File: src/common/mips_defines.svh
/*
 * MIPS core widths, register count and reset fetch address
 */
`ifndef MIPS_DEFINES_SVH
`define MIPS_DEFINES_SVH

// --------------------
// Datapath
// --------------------

// Machine word, also the address width
`define MIPS_XLEN 32

// --------------------
// Register file
// --------------------

`define MIPS_REG_ADDR_W 5
`define MIPS_NUM_REGS 32

// First fetch address out of reset
`define MIPS_RESET_PC 32'h0000_0000

`endif

File: src/common/mips_pkg.sv
/*
 * MIPS core types
 * Word and register types, decode encodings and the stage payloads
 */
`include "mips_defines.svh"

package mips_pkg;

	typedef logic [`MIPS_XLEN-1:0] word_t;
	typedef logic [`MIPS_REG_ADDR_W-1:0] reg_addr_t;

	// Primary opcodes of the kept subset
	typedef enum logic [5:0] {
		OP_R_TYPE = 6'h00,
		OP_BEQ    = 6'h04,
		OP_ADDIU  = 6'h09,
		OP_LW     = 6'h23,
		OP_SW     = 6'h2b
	} opcode_e;

	// R-type function field
	typedef enum logic [5:0] {
		FN_ADDU = 6'h21,
		FN_SUBU = 6'h23,
		FN_AND  = 6'h24,
		FN_OR   = 6'h25,
		FN_SLT  = 6'h2a
	} funct_e;

	// ALU_ADD is zero so a bubble decodes as a harmless add
	typedef enum logic [2:0] {
		ALU_ADD = 3'd0,
		ALU_SUB = 3'd1,
		ALU_AND = 3'd2,
		ALU_OR  = 3'd3,
		ALU_SLT = 3'd4
	} alu_op_e;

	// Execute operand source
	typedef enum logic [1:0] {
		FWD_REG = 2'd0,
		FWD_MEM = 2'd1,
		FWD_WB  = 2'd2
	} fwd_sel_e;

	// --------------------
	// Stage payloads, all-zero is a bubble
	// --------------------

	typedef struct packed {
		word_t instr;
		word_t pc_plus4;
	} if_id_t;

	typedef struct packed {
		word_t     rs_value;
		word_t     rt_value;
		word_t     imm;
		reg_addr_t rs;
		reg_addr_t rt;
		reg_addr_t dest;
		alu_op_e   alu_op;
		logic      use_imm;
		logic      reg_write;
		logic      mem_read;
		logic      mem_write;
		logic      branch;
		word_t     branch_target;
	} id_ex_t;

	typedef struct packed {
		word_t     alu_result;
		word_t     store_data;
		reg_addr_t dest;
		logic      reg_write;
		logic      mem_read;
		logic      mem_write;
	} ex_mem_t;

	typedef struct packed {
		word_t     wb_value;
		reg_addr_t dest;
		logic      reg_write;
	} mem_wb_t;

endpackage

File: src/logic/pipe_reg.sv
`timescale 1ns/1ps

/*
 * Pipeline stage register for any payload type
 */
module pipe_reg #(
	parameter type payload_t = logic [31:0]
) (
	input  logic     clock,
	input  logic     rst_n,
	input  logic     hold,
	input  logic     flush,
	input  payload_t d,
	output payload_t q
);

	// Zero payload means bubble
	// Flush beats hold so a taken branch always squashes
	always_ff @(posedge clock) begin
		if (!rst_n || flush) begin
			q <= '0;
		end else if (!hold) begin
			q <= d;
		end
		// Hold keeps q as is
	end

endmodule

File: src/logic/fetch_stage.sv
`timescale 1ns/1ps

/*
 * Fetch stage program counter
 * Steps by four, holds on stall, redirects on a taken branch
 */
`include "mips_defines.svh"

module fetch_stage import mips_pkg::*; (
	input  logic  clock,
	input  logic  rst_n,
	input  logic  stall,
	input  logic  branch_taken,
	input  word_t branch_target,
	output word_t pc,
	output word_t pc_plus4
);

	// Sequential next address, also carried down to decode
	assign pc_plus4 = pc + word_t'(4);

	always_ff @(posedge clock) begin
		if (!rst_n) begin
			pc <= `MIPS_RESET_PC;
		end else if (branch_taken) begin
			// Redirect wins over a load-use stall
			pc <= branch_target;
		end else if (!stall) begin
			pc <= pc_plus4;
		end
	end

endmodule

File: src/decode/reg_file.sv
`timescale 1ns/1ps

/*
 * General purpose register file
 * Two read ports, one write port, write-through to the readers
 */
`include "mips_defines.svh"

module reg_file import mips_pkg::*; (
	input  logic      clock,
	input  logic      rst_n,
	input  reg_addr_t rs_addr,
	input  reg_addr_t rt_addr,
	output word_t     rs_value,
	output word_t     rt_value,
	input  logic      wr_en,
	input  reg_addr_t wr_addr,
	input  word_t     wr_value
);

	word_t regs [`MIPS_NUM_REGS];

	// Register zero reads zero, a same-cycle write is bypassed
	function automatic word_t read_port(input reg_addr_t addr);
		word_t value;
		if (addr == '0) begin
			value = '0;
		end else if (wr_en && wr_addr == addr) begin
			value = wr_value;
		end else begin
			value = regs[addr];
		end
		return value;
	endfunction

	always_comb begin
		rs_value = read_port(rs_addr);
		rt_value = read_port(rt_addr);
	end

	always_ff @(posedge clock) begin
		if (!rst_n) begin
			for (int i = 0; i < `MIPS_NUM_REGS; i++) begin
				regs[i] <= '0;
			end
		end else if (wr_en && wr_addr != '0) begin
			regs[wr_addr] <= wr_value;
		end
	end

endmodule

File: src/decode/decode_stage.sv
`timescale 1ns/1ps

/*
 * Decode stage
 * Field split, control decode, operand read and branch target
 */
module decode_stage import mips_pkg::*; (
	input  logic      clock,
	input  logic      rst_n,
	input  if_id_t    if_id,
	input  logic      wb_en,
	input  reg_addr_t wb_addr,
	input  word_t     wb_value,
	output id_ex_t    id_ex,
	output reg_addr_t rs_addr,
	output reg_addr_t rt_addr
);

	opcode_e   opcode;
	funct_e    funct;
	reg_addr_t rd_addr;
	word_t     imm_ext;
	word_t     rs_value;
	word_t     rt_value;

	// --------------------
	// Instruction fields
	// --------------------
	assign opcode  = opcode_e'(if_id.instr[31:26]);
	assign rs_addr = if_id.instr[25:21];
	assign rt_addr = if_id.instr[20:16];
	assign rd_addr = if_id.instr[15:11];
	assign funct   = funct_e'(if_id.instr[5:0]);
	// Sign-extended 16-bit immediate
	assign imm_ext = {{16{if_id.instr[15]}}, if_id.instr[15:0]};

	// Writeback comes straight from MEM/WB
	reg_file u_reg_file (
		.clock    (clock),
		.rst_n    (rst_n),
		.rs_addr  (rs_addr),
		.rt_addr  (rt_addr),
		.rs_value (rs_value),
		.rt_value (rt_value),
		.wr_en    (wb_en),
		.wr_addr  (wb_addr),
		.wr_value (wb_value)
	);

	// --------------------
	// Control decode
	// --------------------
	always_comb begin
		// Start from a bubble, then fill in
		id_ex          = '0;
		id_ex.rs_value = rs_value;
		id_ex.rt_value = rt_value;
		id_ex.imm      = imm_ext;
		id_ex.rs       = rs_addr;
		id_ex.rt       = rt_addr;
		// PC plus 4 plus word offset
		id_ex.branch_target = if_id.pc_plus4 + {imm_ext[29:0], 2'b00};

		case (opcode)
			OP_R_TYPE: begin
				id_ex.dest      = rd_addr;
				id_ex.reg_write = 1'b1;
				case (funct)
					FN_ADDU: id_ex.alu_op = ALU_ADD;
					FN_SUBU: id_ex.alu_op = ALU_SUB;
					FN_AND:  id_ex.alu_op = ALU_AND;
					FN_OR:   id_ex.alu_op = ALU_OR;
					FN_SLT:  id_ex.alu_op = ALU_SLT;
					// Unknown funct, no write
					default: begin
						id_ex.dest      = '0;
						id_ex.reg_write = 1'b0;
					end
				endcase
			end
			OP_ADDIU: begin
				id_ex.dest      = rt_addr;
				id_ex.use_imm   = 1'b1;
				id_ex.reg_write = 1'b1;
			end
			OP_LW: begin
				// Address is rs plus offset
				id_ex.dest      = rt_addr;
				id_ex.use_imm   = 1'b1;
				id_ex.reg_write = 1'b1;
				id_ex.mem_read  = 1'b1;
			end
			OP_SW: begin
				id_ex.use_imm   = 1'b1;
				id_ex.mem_write = 1'b1;
			end
			OP_BEQ: begin
				id_ex.branch = 1'b1;
				id_ex.alu_op = ALU_SUB;
			end
			// Anything else stays a bubble
			default: ;
		endcase
	end

endmodule

File: src/execute/exe_stage.sv
`timescale 1ns/1ps

/*
 * Execute stage
 * Forwarding muxes, ALU, BEQ compare and store data
 */
module exe_stage import mips_pkg::*; (
	input  id_ex_t   id_ex,
	input  fwd_sel_e fwd_a,
	input  fwd_sel_e fwd_b,
	input  word_t    mem_result,
	input  word_t    wb_result,
	output ex_mem_t  ex_mem,
	output logic     branch_taken,
	output word_t    branch_target
);

	word_t op_a;
	word_t rt_fwd;
	word_t op_b;
	word_t alu_result;

	// One operand source mux
	function automatic word_t fwd_mux(input fwd_sel_e sel, input word_t reg_value,
		input word_t mem_value, input word_t wb_value);
		word_t value;
		case (sel)
			FWD_MEM: value = mem_value;
			FWD_WB:  value = wb_value;
			default: value = reg_value;
		endcase
		return value;
	endfunction

	assign op_a   = fwd_mux(fwd_a, id_ex.rs_value, mem_result, wb_result);
	assign rt_fwd = fwd_mux(fwd_b, id_ex.rt_value, mem_result, wb_result);
	// Immediate replaces rt for ADDIU, LW and SW
	assign op_b   = id_ex.use_imm ? id_ex.imm : rt_fwd;

	// --------------------
	// ALU
	// --------------------
	always_comb begin
		case (id_ex.alu_op)
			ALU_SUB: alu_result = op_a - op_b;
			ALU_AND: alu_result = op_a & op_b;
			ALU_OR:  alu_result = op_a | op_b;
			// Signed compare, result 0 or 1
			ALU_SLT: alu_result = word_t'($signed(op_a) < $signed(op_b));
			default: alu_result = op_a + op_b;
		endcase
	end

	// BEQ compares the two forwarded registers, not op_b
	assign branch_taken  = id_ex.branch && (op_a == rt_fwd);
	assign branch_target = id_ex.branch_target;

	always_comb begin
		ex_mem.alu_result = alu_result;
		ex_mem.store_data = rt_fwd;
		ex_mem.dest       = id_ex.dest;
		ex_mem.reg_write  = id_ex.reg_write;
		ex_mem.mem_read   = id_ex.mem_read;
		ex_mem.mem_write  = id_ex.mem_write;
	end

endmodule

File: src/execute/hazard_unit.sv
`timescale 1ns/1ps

/*
 * Hazard unit
 * Forward selects, load-use stall and branch flush
 */
module hazard_unit import mips_pkg::*; (
	input  reg_addr_t id_rs,
	input  reg_addr_t id_rt,
	input  reg_addr_t ex_rs,
	input  reg_addr_t ex_rt,
	input  reg_addr_t ex_dest,
	input  logic      ex_mem_read,
	input  reg_addr_t mem_dest,
	input  logic      mem_wr_en,
	input  reg_addr_t wb_dest,
	input  logic      wb_wr_en,
	input  logic      branch_taken,
	output fwd_sel_e  fwd_a,
	output fwd_sel_e  fwd_b,
	output logic      stall,
	output logic      flush_if_id,
	output logic      flush_id_ex
);

	logic load_use;

	// Youngest producer wins, register zero never forwards
	function automatic fwd_sel_e pick_source(input reg_addr_t src);
		fwd_sel_e sel;
		sel = FWD_REG;
		if (src != '0 && mem_wr_en && mem_dest == src) begin
			sel = FWD_MEM;
		end else if (src != '0 && wb_wr_en && wb_dest == src) begin
			sel = FWD_WB;
		end
		return sel;
	endfunction

	always_comb begin
		fwd_a = pick_source(ex_rs);
		fwd_b = pick_source(ex_rt);
	end

	// Load in execute feeding the instruction in decode
	assign load_use = ex_mem_read && (ex_dest != '0)
		&& (ex_dest == id_rs || ex_dest == id_rt);

	// Branch has priority over the stall
	assign stall       = load_use && !branch_taken;
	assign flush_if_id = branch_taken;
	// Bubble into execute on either event
	assign flush_id_ex = branch_taken || load_use;

endmodule

File: src/logic/mips_core.sv
`timescale 1ns/1ps

/*
 * Five-stage MIPS I integer core
 * Stages, pipeline registers and hazard unit, memories outside
 */
module mips_core import mips_pkg::*; (
	input  logic  clock,
	input  logic  rst_n,
	output word_t instruction_addr,
	input  word_t instruction,
	output word_t data_addr,
	output word_t data_wr,
	output logic  mem_read,
	output logic  mem_write,
	input  word_t data_rd
);

	// --------------------
	// Stage wiring
	// --------------------
	word_t     pc;
	word_t     pc_plus4;
	if_id_t    if_id_d;
	if_id_t    if_id_q;
	id_ex_t    id_ex_d;
	id_ex_t    id_ex_q;
	ex_mem_t   ex_mem_d;
	ex_mem_t   ex_mem_q;
	mem_wb_t   mem_wb_d;
	mem_wb_t   mem_wb_q;
	reg_addr_t rs_addr;
	reg_addr_t rt_addr;
	// Hazard controls
	fwd_sel_e  fwd_a;
	fwd_sel_e  fwd_b;
	logic      stall;
	logic      flush_if_id;
	logic      flush_id_ex;
	logic      branch_taken;
	word_t     branch_target;

	// --------------------
	// Fetch
	// --------------------
	fetch_stage u_fetch (
		.clock         (clock),
		.rst_n         (rst_n),
		.stall         (stall),
		.branch_taken  (branch_taken),
		.branch_target (branch_target),
		.pc            (pc),
		.pc_plus4      (pc_plus4)
	);

	assign instruction_addr = pc;
	assign if_id_d.instr    = instruction;
	assign if_id_d.pc_plus4 = pc_plus4;

	pipe_reg #(.payload_t(if_id_t)) u_if_id (
		.clock (clock), .rst_n (rst_n), .hold (stall), .flush (flush_if_id),
		.d (if_id_d), .q (if_id_q)
	);

	// --------------------
	// Decode, written back from MEM/WB
	// --------------------
	decode_stage u_decode (
		.clock    (clock),
		.rst_n    (rst_n),
		.if_id    (if_id_q),
		.wb_en    (mem_wb_q.reg_write),
		.wb_addr  (mem_wb_q.dest),
		.wb_value (mem_wb_q.wb_value),
		.id_ex    (id_ex_d),
		.rs_addr  (rs_addr),
		.rt_addr  (rt_addr)
	);

	// Stall turns this into a bubble via flush_id_ex
	pipe_reg #(.payload_t(id_ex_t)) u_id_ex (
		.clock (clock), .rst_n (rst_n), .hold (1'b0), .flush (flush_id_ex),
		.d (id_ex_d), .q (id_ex_q)
	);

	// --------------------
	// Execute
	// --------------------
	exe_stage u_exe (
		.id_ex         (id_ex_q),
		.fwd_a         (fwd_a),
		.fwd_b         (fwd_b),
		.mem_result    (ex_mem_q.alu_result),
		.wb_result     (mem_wb_q.wb_value),
		.ex_mem        (ex_mem_d),
		.branch_taken  (branch_taken),
		.branch_target (branch_target)
	);

	pipe_reg #(.payload_t(ex_mem_t)) u_ex_mem (
		.clock (clock), .rst_n (rst_n), .hold (1'b0), .flush (1'b0),
		.d (ex_mem_d), .q (ex_mem_q)
	);

	// --------------------
	// Memory, data RAM sits outside
	// --------------------
	assign data_addr = ex_mem_q.alu_result;
	assign data_wr   = ex_mem_q.store_data;
	assign mem_read  = ex_mem_q.mem_read;
	assign mem_write = ex_mem_q.mem_write;

	// Load data or ALU result into writeback
	always_comb begin
		mem_wb_d.wb_value  = ex_mem_q.mem_read ? data_rd : ex_mem_q.alu_result;
		mem_wb_d.dest      = ex_mem_q.dest;
		mem_wb_d.reg_write = ex_mem_q.reg_write;
	end

	pipe_reg #(.payload_t(mem_wb_t)) u_mem_wb (
		.clock (clock), .rst_n (rst_n), .hold (1'b0), .flush (1'b0),
		.d (mem_wb_d), .q (mem_wb_q)
	);

	// --------------------
	// Hazards
	// --------------------
	hazard_unit u_hazard (
		.id_rs        (rs_addr),
		.id_rt        (rt_addr),
		.ex_rs        (id_ex_q.rs),
		.ex_rt        (id_ex_q.rt),
		.ex_dest      (id_ex_q.dest),
		.ex_mem_read  (id_ex_q.mem_read),
		.mem_dest     (ex_mem_q.dest),
		.mem_wr_en    (ex_mem_q.reg_write),
		.wb_dest      (mem_wb_q.dest),
		.wb_wr_en     (mem_wb_q.reg_write),
		.branch_taken (branch_taken),
		.fwd_a        (fwd_a),
		.fwd_b        (fwd_b),
		.stall        (stall),
		.flush_if_id  (flush_if_id),
		.flush_id_ex  (flush_id_ex)
	);

endmodule

File: config.mk
export PLATFORM = sky130hd
export DESIGN_NAME = mips_core
export DESIGN_NICKNAME = d
export VERILOG_FILES = /design/src/common/mips_pkg.sv /design/src/logic/pipe_reg.sv /design/src/logic/fetch_stage.sv /design/src/decode/reg_file.sv /design/src/decode/decode_stage.sv /design/src/execute/exe_stage.sv /design/src/execute/hazard_unit.sv /design/src/logic/mips_core.sv
export VERILOG_INCLUDE_DIRS = /design/src /design/src/common
export SDC_FILE = /design/constraint.sdc
export NUM_CORES = 2
export LEC_CHECK = 0
export BUFFER_PORTS_ARGS = -buffer_cell sky130_fd_sc_hd__buf_2
export CAP_MARGIN = 20
export CORE_UTILIZATION = 55
export DETAILED_ROUTE_END_ITERATION = 6
export PLACE_DENSITY_LB_ADDON = 0.05
export SLEW_MARGIN = 40
export SYNTH_ARGS = -nofsm -noshare
export SYNTH_HDL_FRONTEND = slang
export SYNTH_HIERARCHICAL = 1
export SYNTH_SLANG_ARGS = --single-unit
File: constraint.sdc
create_clock -name clock -period 9.8 [get_ports clock]
set_clock_uncertainty 0.1 [all_clocks]
set_input_delay 1.47 -clock clock [delete_from_list [all_inputs] [get_ports clock]]
set_output_delay 1.47 -clock clock [all_outputs]
set_load 0.02 [all_outputs]
Word-level counts from Yosys, hierarchy flattened
Memories as Yosys holds them, arrays and structs flattened. A register that Yosys moved wholly into a read port is not among the register bits.
Index checks and enable logic that the tools add are counted.
{"block": "word_totals", "reg_bits": 277, "out_inout_bits": 98, "memories": 1, "word_cells": 116, "ram_bits": 1024}
{"block": "op_classes", "reduce_logical": 32, "mux": 28, "n_lt_le_gt_ge": 1, "n_eq_ne": 25, "add_sub_neg": 4, "n_bitwise": 2}
{"name": "u_decode.u_reg_file.regs", "words": 32, "width": 32, "rd": 2, "rd_ports_with_merged_regs": 2, "write_ports": 32, "line": "reg_file.sv:21", "source": "word_t regs [`MIPS_NUM_REGS];"}
{"cell": "two-way mux 32 bit", "count": 5}
{"cell": "case mux 32 bit (2 select lines)", "count": 2}
{"cell": "case mux 32 bit (4 select lines)", "count": 1}
{"cell": "adder 32 bit", "count": 2}
{"cell": "equality test 6 bit (second input constant)", "count": 7}
{"cell": "adder 32 x 3 -> 32 bit (second input constant)", "count": 1}
{"cell": "AND 32 bit", "count": 1}
{"cell": "equality test 32 bit", "count": 1}
{"cell": "< comparator 32 bit", "count": 1}
{"cell": "bitwise OR 32 bit", "count": 1}
{"cell": "OR reduction 32 bit", "count": 1}
{"cell": "subtractor 32 bit", "count": 1}
{"cell": "equality test 5 bit", "count": 6}
{"cell": "nonzero test 5 bit", "count": 4}
{"cell": "logical AND 1 bit", "count": 13}
{"cell": "case mux 3 bit (4 select lines)", "count": 1}
{"cell": "logical NOT 5 bit", "count": 2}
{"cell": "two-way mux 1 bit", "count": 10}
{"cell": "two-way mux 5 bit", "count": 2}
{"cell": "case mux 5 bit (2 select lines)", "count": 1}
{"cell": "two-way mux 2 bit", "count": 4}
{"cell": "equality test 3 x 2 -> 1 bit (second input constant)", "count": 2}
{"cell": "equality test 6 x 3 -> 1 bit (second input constant)", "count": 1}
{"cell": "equality test 6 x 4 -> 1 bit (second input constant)", "count": 1}
{"cell": "13 further kinds", "count": 21}

Logic depth before layout (Yosys ltp)
{"block": "logic_depth", "ltp_word": 13, "ltp_mapped": 24, "mapped_depth_nobuf": 24}

Cells and area by module
Netlist, hierarchy kept.
{"module": "reg_file", "cells_per_inst": 3832, "n_inst": 1, "seq_area_each_um2": 30749.5, "area_each_um2": 55140.4}
{"module": "exe_stage", "cells_per_inst": 1166, "n_inst": 1, "seq_area_each_um2": 0.0, "area_each_um2": 7179.4}
{"module": "pipe_reg at u_id_ex", "cells_per_inst": 488, "n_inst": 1, "seq_area_each_um2": 3022.9, "area_each_um2": 5387.7}
{"module": "pipe_reg at u_ex_mem", "cells_per_inst": 233, "n_inst": 1, "seq_area_each_um2": 1441.4, "area_each_um2": 2595.0}
{"module": "fetch_stage", "cells_per_inst": 298, "n_inst": 1, "seq_area_each_um2": 640.6, "area_each_um2": 2328.5}
{"module": "pipe_reg at u_if_id", "cells_per_inst": 207, "n_inst": 1, "seq_area_each_um2": 1281.2, "area_each_um2": 2304.7}
{"module": "decode_stage", "cells_per_inst": 291, "n_inst": 1, "seq_area_each_um2": 0.0, "area_each_um2": 2124.5}
{"module": "pipe_reg at u_mem_wb", "cells_per_inst": 123, "n_inst": 1, "seq_area_each_um2": 760.7, "area_each_um2": 1367.6}
{"module": "mips_core", "cells_per_inst": 37, "n_inst": 1, "seq_area_each_um2": 0.0, "area_each_um2": 548.0}
{"module": "hazard_unit", "cells_per_inst": 54, "n_inst": 1, "seq_area_each_um2": 0.0, "area_each_um2": 447.9}

Worst setup path after synthesis
No wires, ideal clock.
{"block": "synth_timing", "path_kind": "register to register", "start": "reg u_id_ex/q[46] (netlist bit)", "end": "reg u_ex_mem/q[70] (netlist bit)", "arrival_ns": 5.151, "synth_period_minus_slack_ns": 5.368, "stages_incl_launch_ff": 25, "setup_slack_ns": 4.432, "path_buffers": 4, "cell_sequence": "dfxtp_1 -> or4_4 -> nor2_4 -> nor4_2 -> nor4_2 -> ha_1 -> clkbuf_1 -> buf_1 -> buf_1 -> nor2_1 -> a21oi_1 -> o21ai_0 -> ha_1 -> buf_6 -> nand2b_1 -> a21o_1 -> a221o_1 -> a31o_4 -> a221oi_4 -> o21ba_4 -> a311oi_1 -> a2111oi_0 -> a31oi_1 -> mux2i_1 -> nor2_1"}
{"element": "start, declared", "line": "pipe_reg.sv:14", "source": "output payload_t q"}
{"element": "start signal, assigned", "line": "pipe_reg.sv:21", "source": "q <= '0;"}
{"element": "start signal, assigned", "line": "pipe_reg.sv:23", "source": "q <= d;"}
{"element": "end signal, assigned", "line": "pipe_reg.sv:21"}
{"element": "end signal, assigned", "line": "pipe_reg.sv:23"}
{"element": "end, declared", "line": "pipe_reg.sv:14"}

==> run summary <==
The sum of overflow across all layers after global routing is 0. The width of the die came out at 382 um. The final non-filler cell area is 86,300 um^2.

The final-report hold violation count is 0. The number of nets still failing antenna checks after routing is 0. The count of final max-slew check failures came out at 0. The worst supply voltage drop on vdd came out at 0.000150 V. The initial antenna violation count is 12. The worst slew margin relative to its limit came out at 0.327. The share of post-route cells with drive strength above 1 came out at 0.183.

The number of hold buffers added after cts came out at 0. The number of max-cap violations came out at 0. The per-cell via count in the routed design came out at 6.71.

The iteration-0 DRC count of the detailed router came out at 7,145. The count of placed standard cells including taps came out at 8,316. The post-synthesis cell count came out at 6,729. The most used flip-flop cell after synthesis is edfxtp_1. The quantity of gates resized following cts is 0.

The share of the Yosys chip area taken by registers is 0.477. Timing would allow up to 0.146 GHz. TritonCTS built the clock tree. The worst setup path is of the flop to flop kind. The worst setup path is captured at a flop. The clock period minus final worst setup slack is 6870 ps. Setup repair after global routing left no endpoint under its margin. The first detailed-routing pass took 6 iterations.

The post-layout net count is 6,777. The via count came out at 57,767. The fraction of registers with async set/reset is 0. The worst register-to-register path has a depth of 22. The pin count of the biggest net entering global routing is 152. The synthesized flop and latch total came out at 1,381. The setup-violating endpoint count in the final report is 0. The core area came out at 143,000 um^2.

The number of different library cells used by synthesis comes to 101. The filler cells instantiated in the layout total 11,579. The number of global-route vias before repair is 55,504.

The port buffer count is 163. The setup TNS after final layout came out at 0 ps. A synthesized cell averages 11.8 um^2. The global-route wire length before repair came out at 393,000 um. In this run the deepest clock path goes through 3 buffers. The maximum level of the CTS H-tree is 4. The clock root buffer is clkbuf_16. The clock buffer count from CTS came out at 157. The slew at the pin closest to its max-slew limit came out at 999 ps. The total standard cell area after synthesis came out at 79,400 um^2. The number of cells on the worst hold path came out at 2. The worst hold path belongs to the class flop to flop. The largest driver fanout on the critical path is 32. The element type at the critical path start is a flop. Compared with the post-synthesis result, the final layout area differs by 8.66%. The overall die height is 382 um. The flow ran to the end, and the final reports show no timing, DRC or antenna violations. The period utilization is 0.701. The leakage power came out at 0.0318 uW.

The clock latency of the later-clocked register in the worst-skew pair is 800 ps. The clock transition at the registers of the reported paths came out at 60 ps. At the end of routability-driven placement, the weighted congestion stood at 0.953. The residual DRC count is 0.

The worst slack after detailed placement is 3120 ps. During I/O placement, the number of pins put on the boundary was 164. The final instance count without filler cells is 8,615. The number of standard-cell rows in the floorplan is 139. For this configuration, the core starts out at a cell density of 0.554. Once placement finished, the instance area stood at 81,100 um^2. Wires add up to 275,000 um. The power per cell area came out at 166 nW/um^2. The worst setup slack after layout came out at 2930 ps. The worst hold slack across all endpoints is 387 ps. The synthesized design contains 1,024 enable-type register cells. The wire-length estimate of the detail-placed layout is 174,000 um. Once the clock tree was built, the setup fixing pass inserted 0 buffers. The required arrival time at the worst endpoint came out at 10,360 ps. The detail-routed net length per standard cell is 31.9 um.

The number of warnings reported in the yosys synthesis log came out at 6. The combined global-route utilization of all metal layers came out at 0.370. Data arrives at the worst endpoint at 7430 ps.

The number of clock sinks is 1,381. The full die area is 146,000 um^2.
## power by group
part / internal (uW) / switching [uW] / leakage [uW]
clock network: 3310 / 2500 / 0.00244
logic: 695 / 1150 / 0.0162
registers: 6500 / 176 / 0.0132
## final timing paths
kind | startpoint | end | slack [ps]
hold / removal | u_if_id/q[56] | u_if_id/q[56] | 390
setup reg to reg | u_id_ex/q[46] | u_ex_mem/q[70] | 2930
hold reg to reg | u_if_id/q[56] | u_if_id/q[56] | 390
setup / recovery | u_id_ex/q[46] | u_ex_mem/q[70] | 2930
## metrics by stage
step	power, uW	utilization
after detailed placement	8570	0.565
after floorplan	7960	-
final	14300	0.601
after CTS	14300	0.600
after global routing	14700	0.601
after global placement	8540	0.564
## layout make-up
| type | instances | area, um^2 | share of cell area |
|---|---|---|---|
| clock inverter | 87 | 704 | 0.00816 |
| clock buffer | 204 | 4300 | 0.0498 |
| antenna | 2 | 5.00 | 0.0000580 |
| multi-input combinational | 4533 | 37900 | 0.440 |
| inverter | 159 | 601 | 0.00696 |
| tap | 1903 | 2380 | 0.0276 |
| timing repair buffer | 346 | 2420 | 0.0281 |
| sequential | 1381 | 37900 | 0.440 |
## state kept, by name (all words and copies together) (netlist names)
register / count
u_if_id/q: 64
u_ex_mem/q: 72
u_id_ex/q: 151
u_mem_wb/q: 38
u_fetch/pc: 32
u_decode/u_reg_file/regs: 1024
## cell families after synthesis
kind of cell | count (synthesis) | share of synthesized area
AO/OA/AOI/OAI | 1072 | 0.0921
XOR/XNOR | 141 | 0.0155
adder cells (fa/ha/maj) | 133 | 0.0212
buffers and inverters | 851 | 0.0549
flip-flops | 1381 | 0.477
multiplexers | 1073 | 0.198
other | 2 | 0.0000946
AND/OR/NAND/NOR | 2076 | 0.141
## layer usage
layer  global-route usage  routed length, um  vias to the layer above  part of all wire
met5                    0                 42                        -           0.00015
met4                0.206              16800                        8             0.061
met3               0.0576              25500                      729             0.093
met2                0.576             126000                     3454              0.46
met1                0.499             106000                    29103              0.39
li1                     -                  -                    24473                 -
## layout by cell type (no fill, tap or decap), drive strengths merged, types with 27 or more instances in the layout
cell	Yosys	routed
o21ai	219	219
o21a	27	27
a31oi	53	53
xnor2	93	93
nor4	31	31
and2	1005	1005
a21oi	176	176
a22oi	154	154
clkinv	1	66
a211oi	45	45
mux4	380	380
o22ai	89	89
xor2	48	48
nor2	548	548
clkbuf	383	204
nand2	201	201
buf	309	346
ha	130	130
inv	158	166
and3	29	29
mux2i	576	576
nor3	56	56
edfxtp	1024	1024
nand4	34	34
nand2b	32	32
dfxtp	357	357
a32o	32	32
o221ai	61	61
nand3	36	36
conb	2	38
mux2	117	117
a21o	29	29
## critical path, stage by stage, from the launching register on
cell and delay [ps]:
dfxtp_1 350, or4_4 560, nor2_4 120, nor4_2 90, nor4_2 400, ha_2 810
a22oi_1 190, o21a_1 250, o21ai_0 330, ha_1 290, inv_1 70, fa_1 410
nor2b_1 160, o31a_1 210, o22ai_2 160, o21ai_2 370, a21oi_1 230, o311ai_0 820
o21ai_0 160, a2111oi_0 390, a31oi_1 80, mux2i_1 130, nor2_1 50
## cells in the mapped netlist, types with 130 or more instances
master,count,share of area
inv_1,157,0.0074
and2_1,1002,0.079
nand2_1,201,0.0095
edfxtp_1,1024,0.39
nor2_1,546,0.026
o21ai_0,213,0.013
mux4_2,380,0.11
a22oi_1,154,0.015
a21oi_1,176,0.011
mux2i_1,576,0.073
dfxtp_1,357,0.090
clkbuf_1,379,0.018
ha_1,130,0.020
No activity file was read; power rests on OpenSTA's default activity.
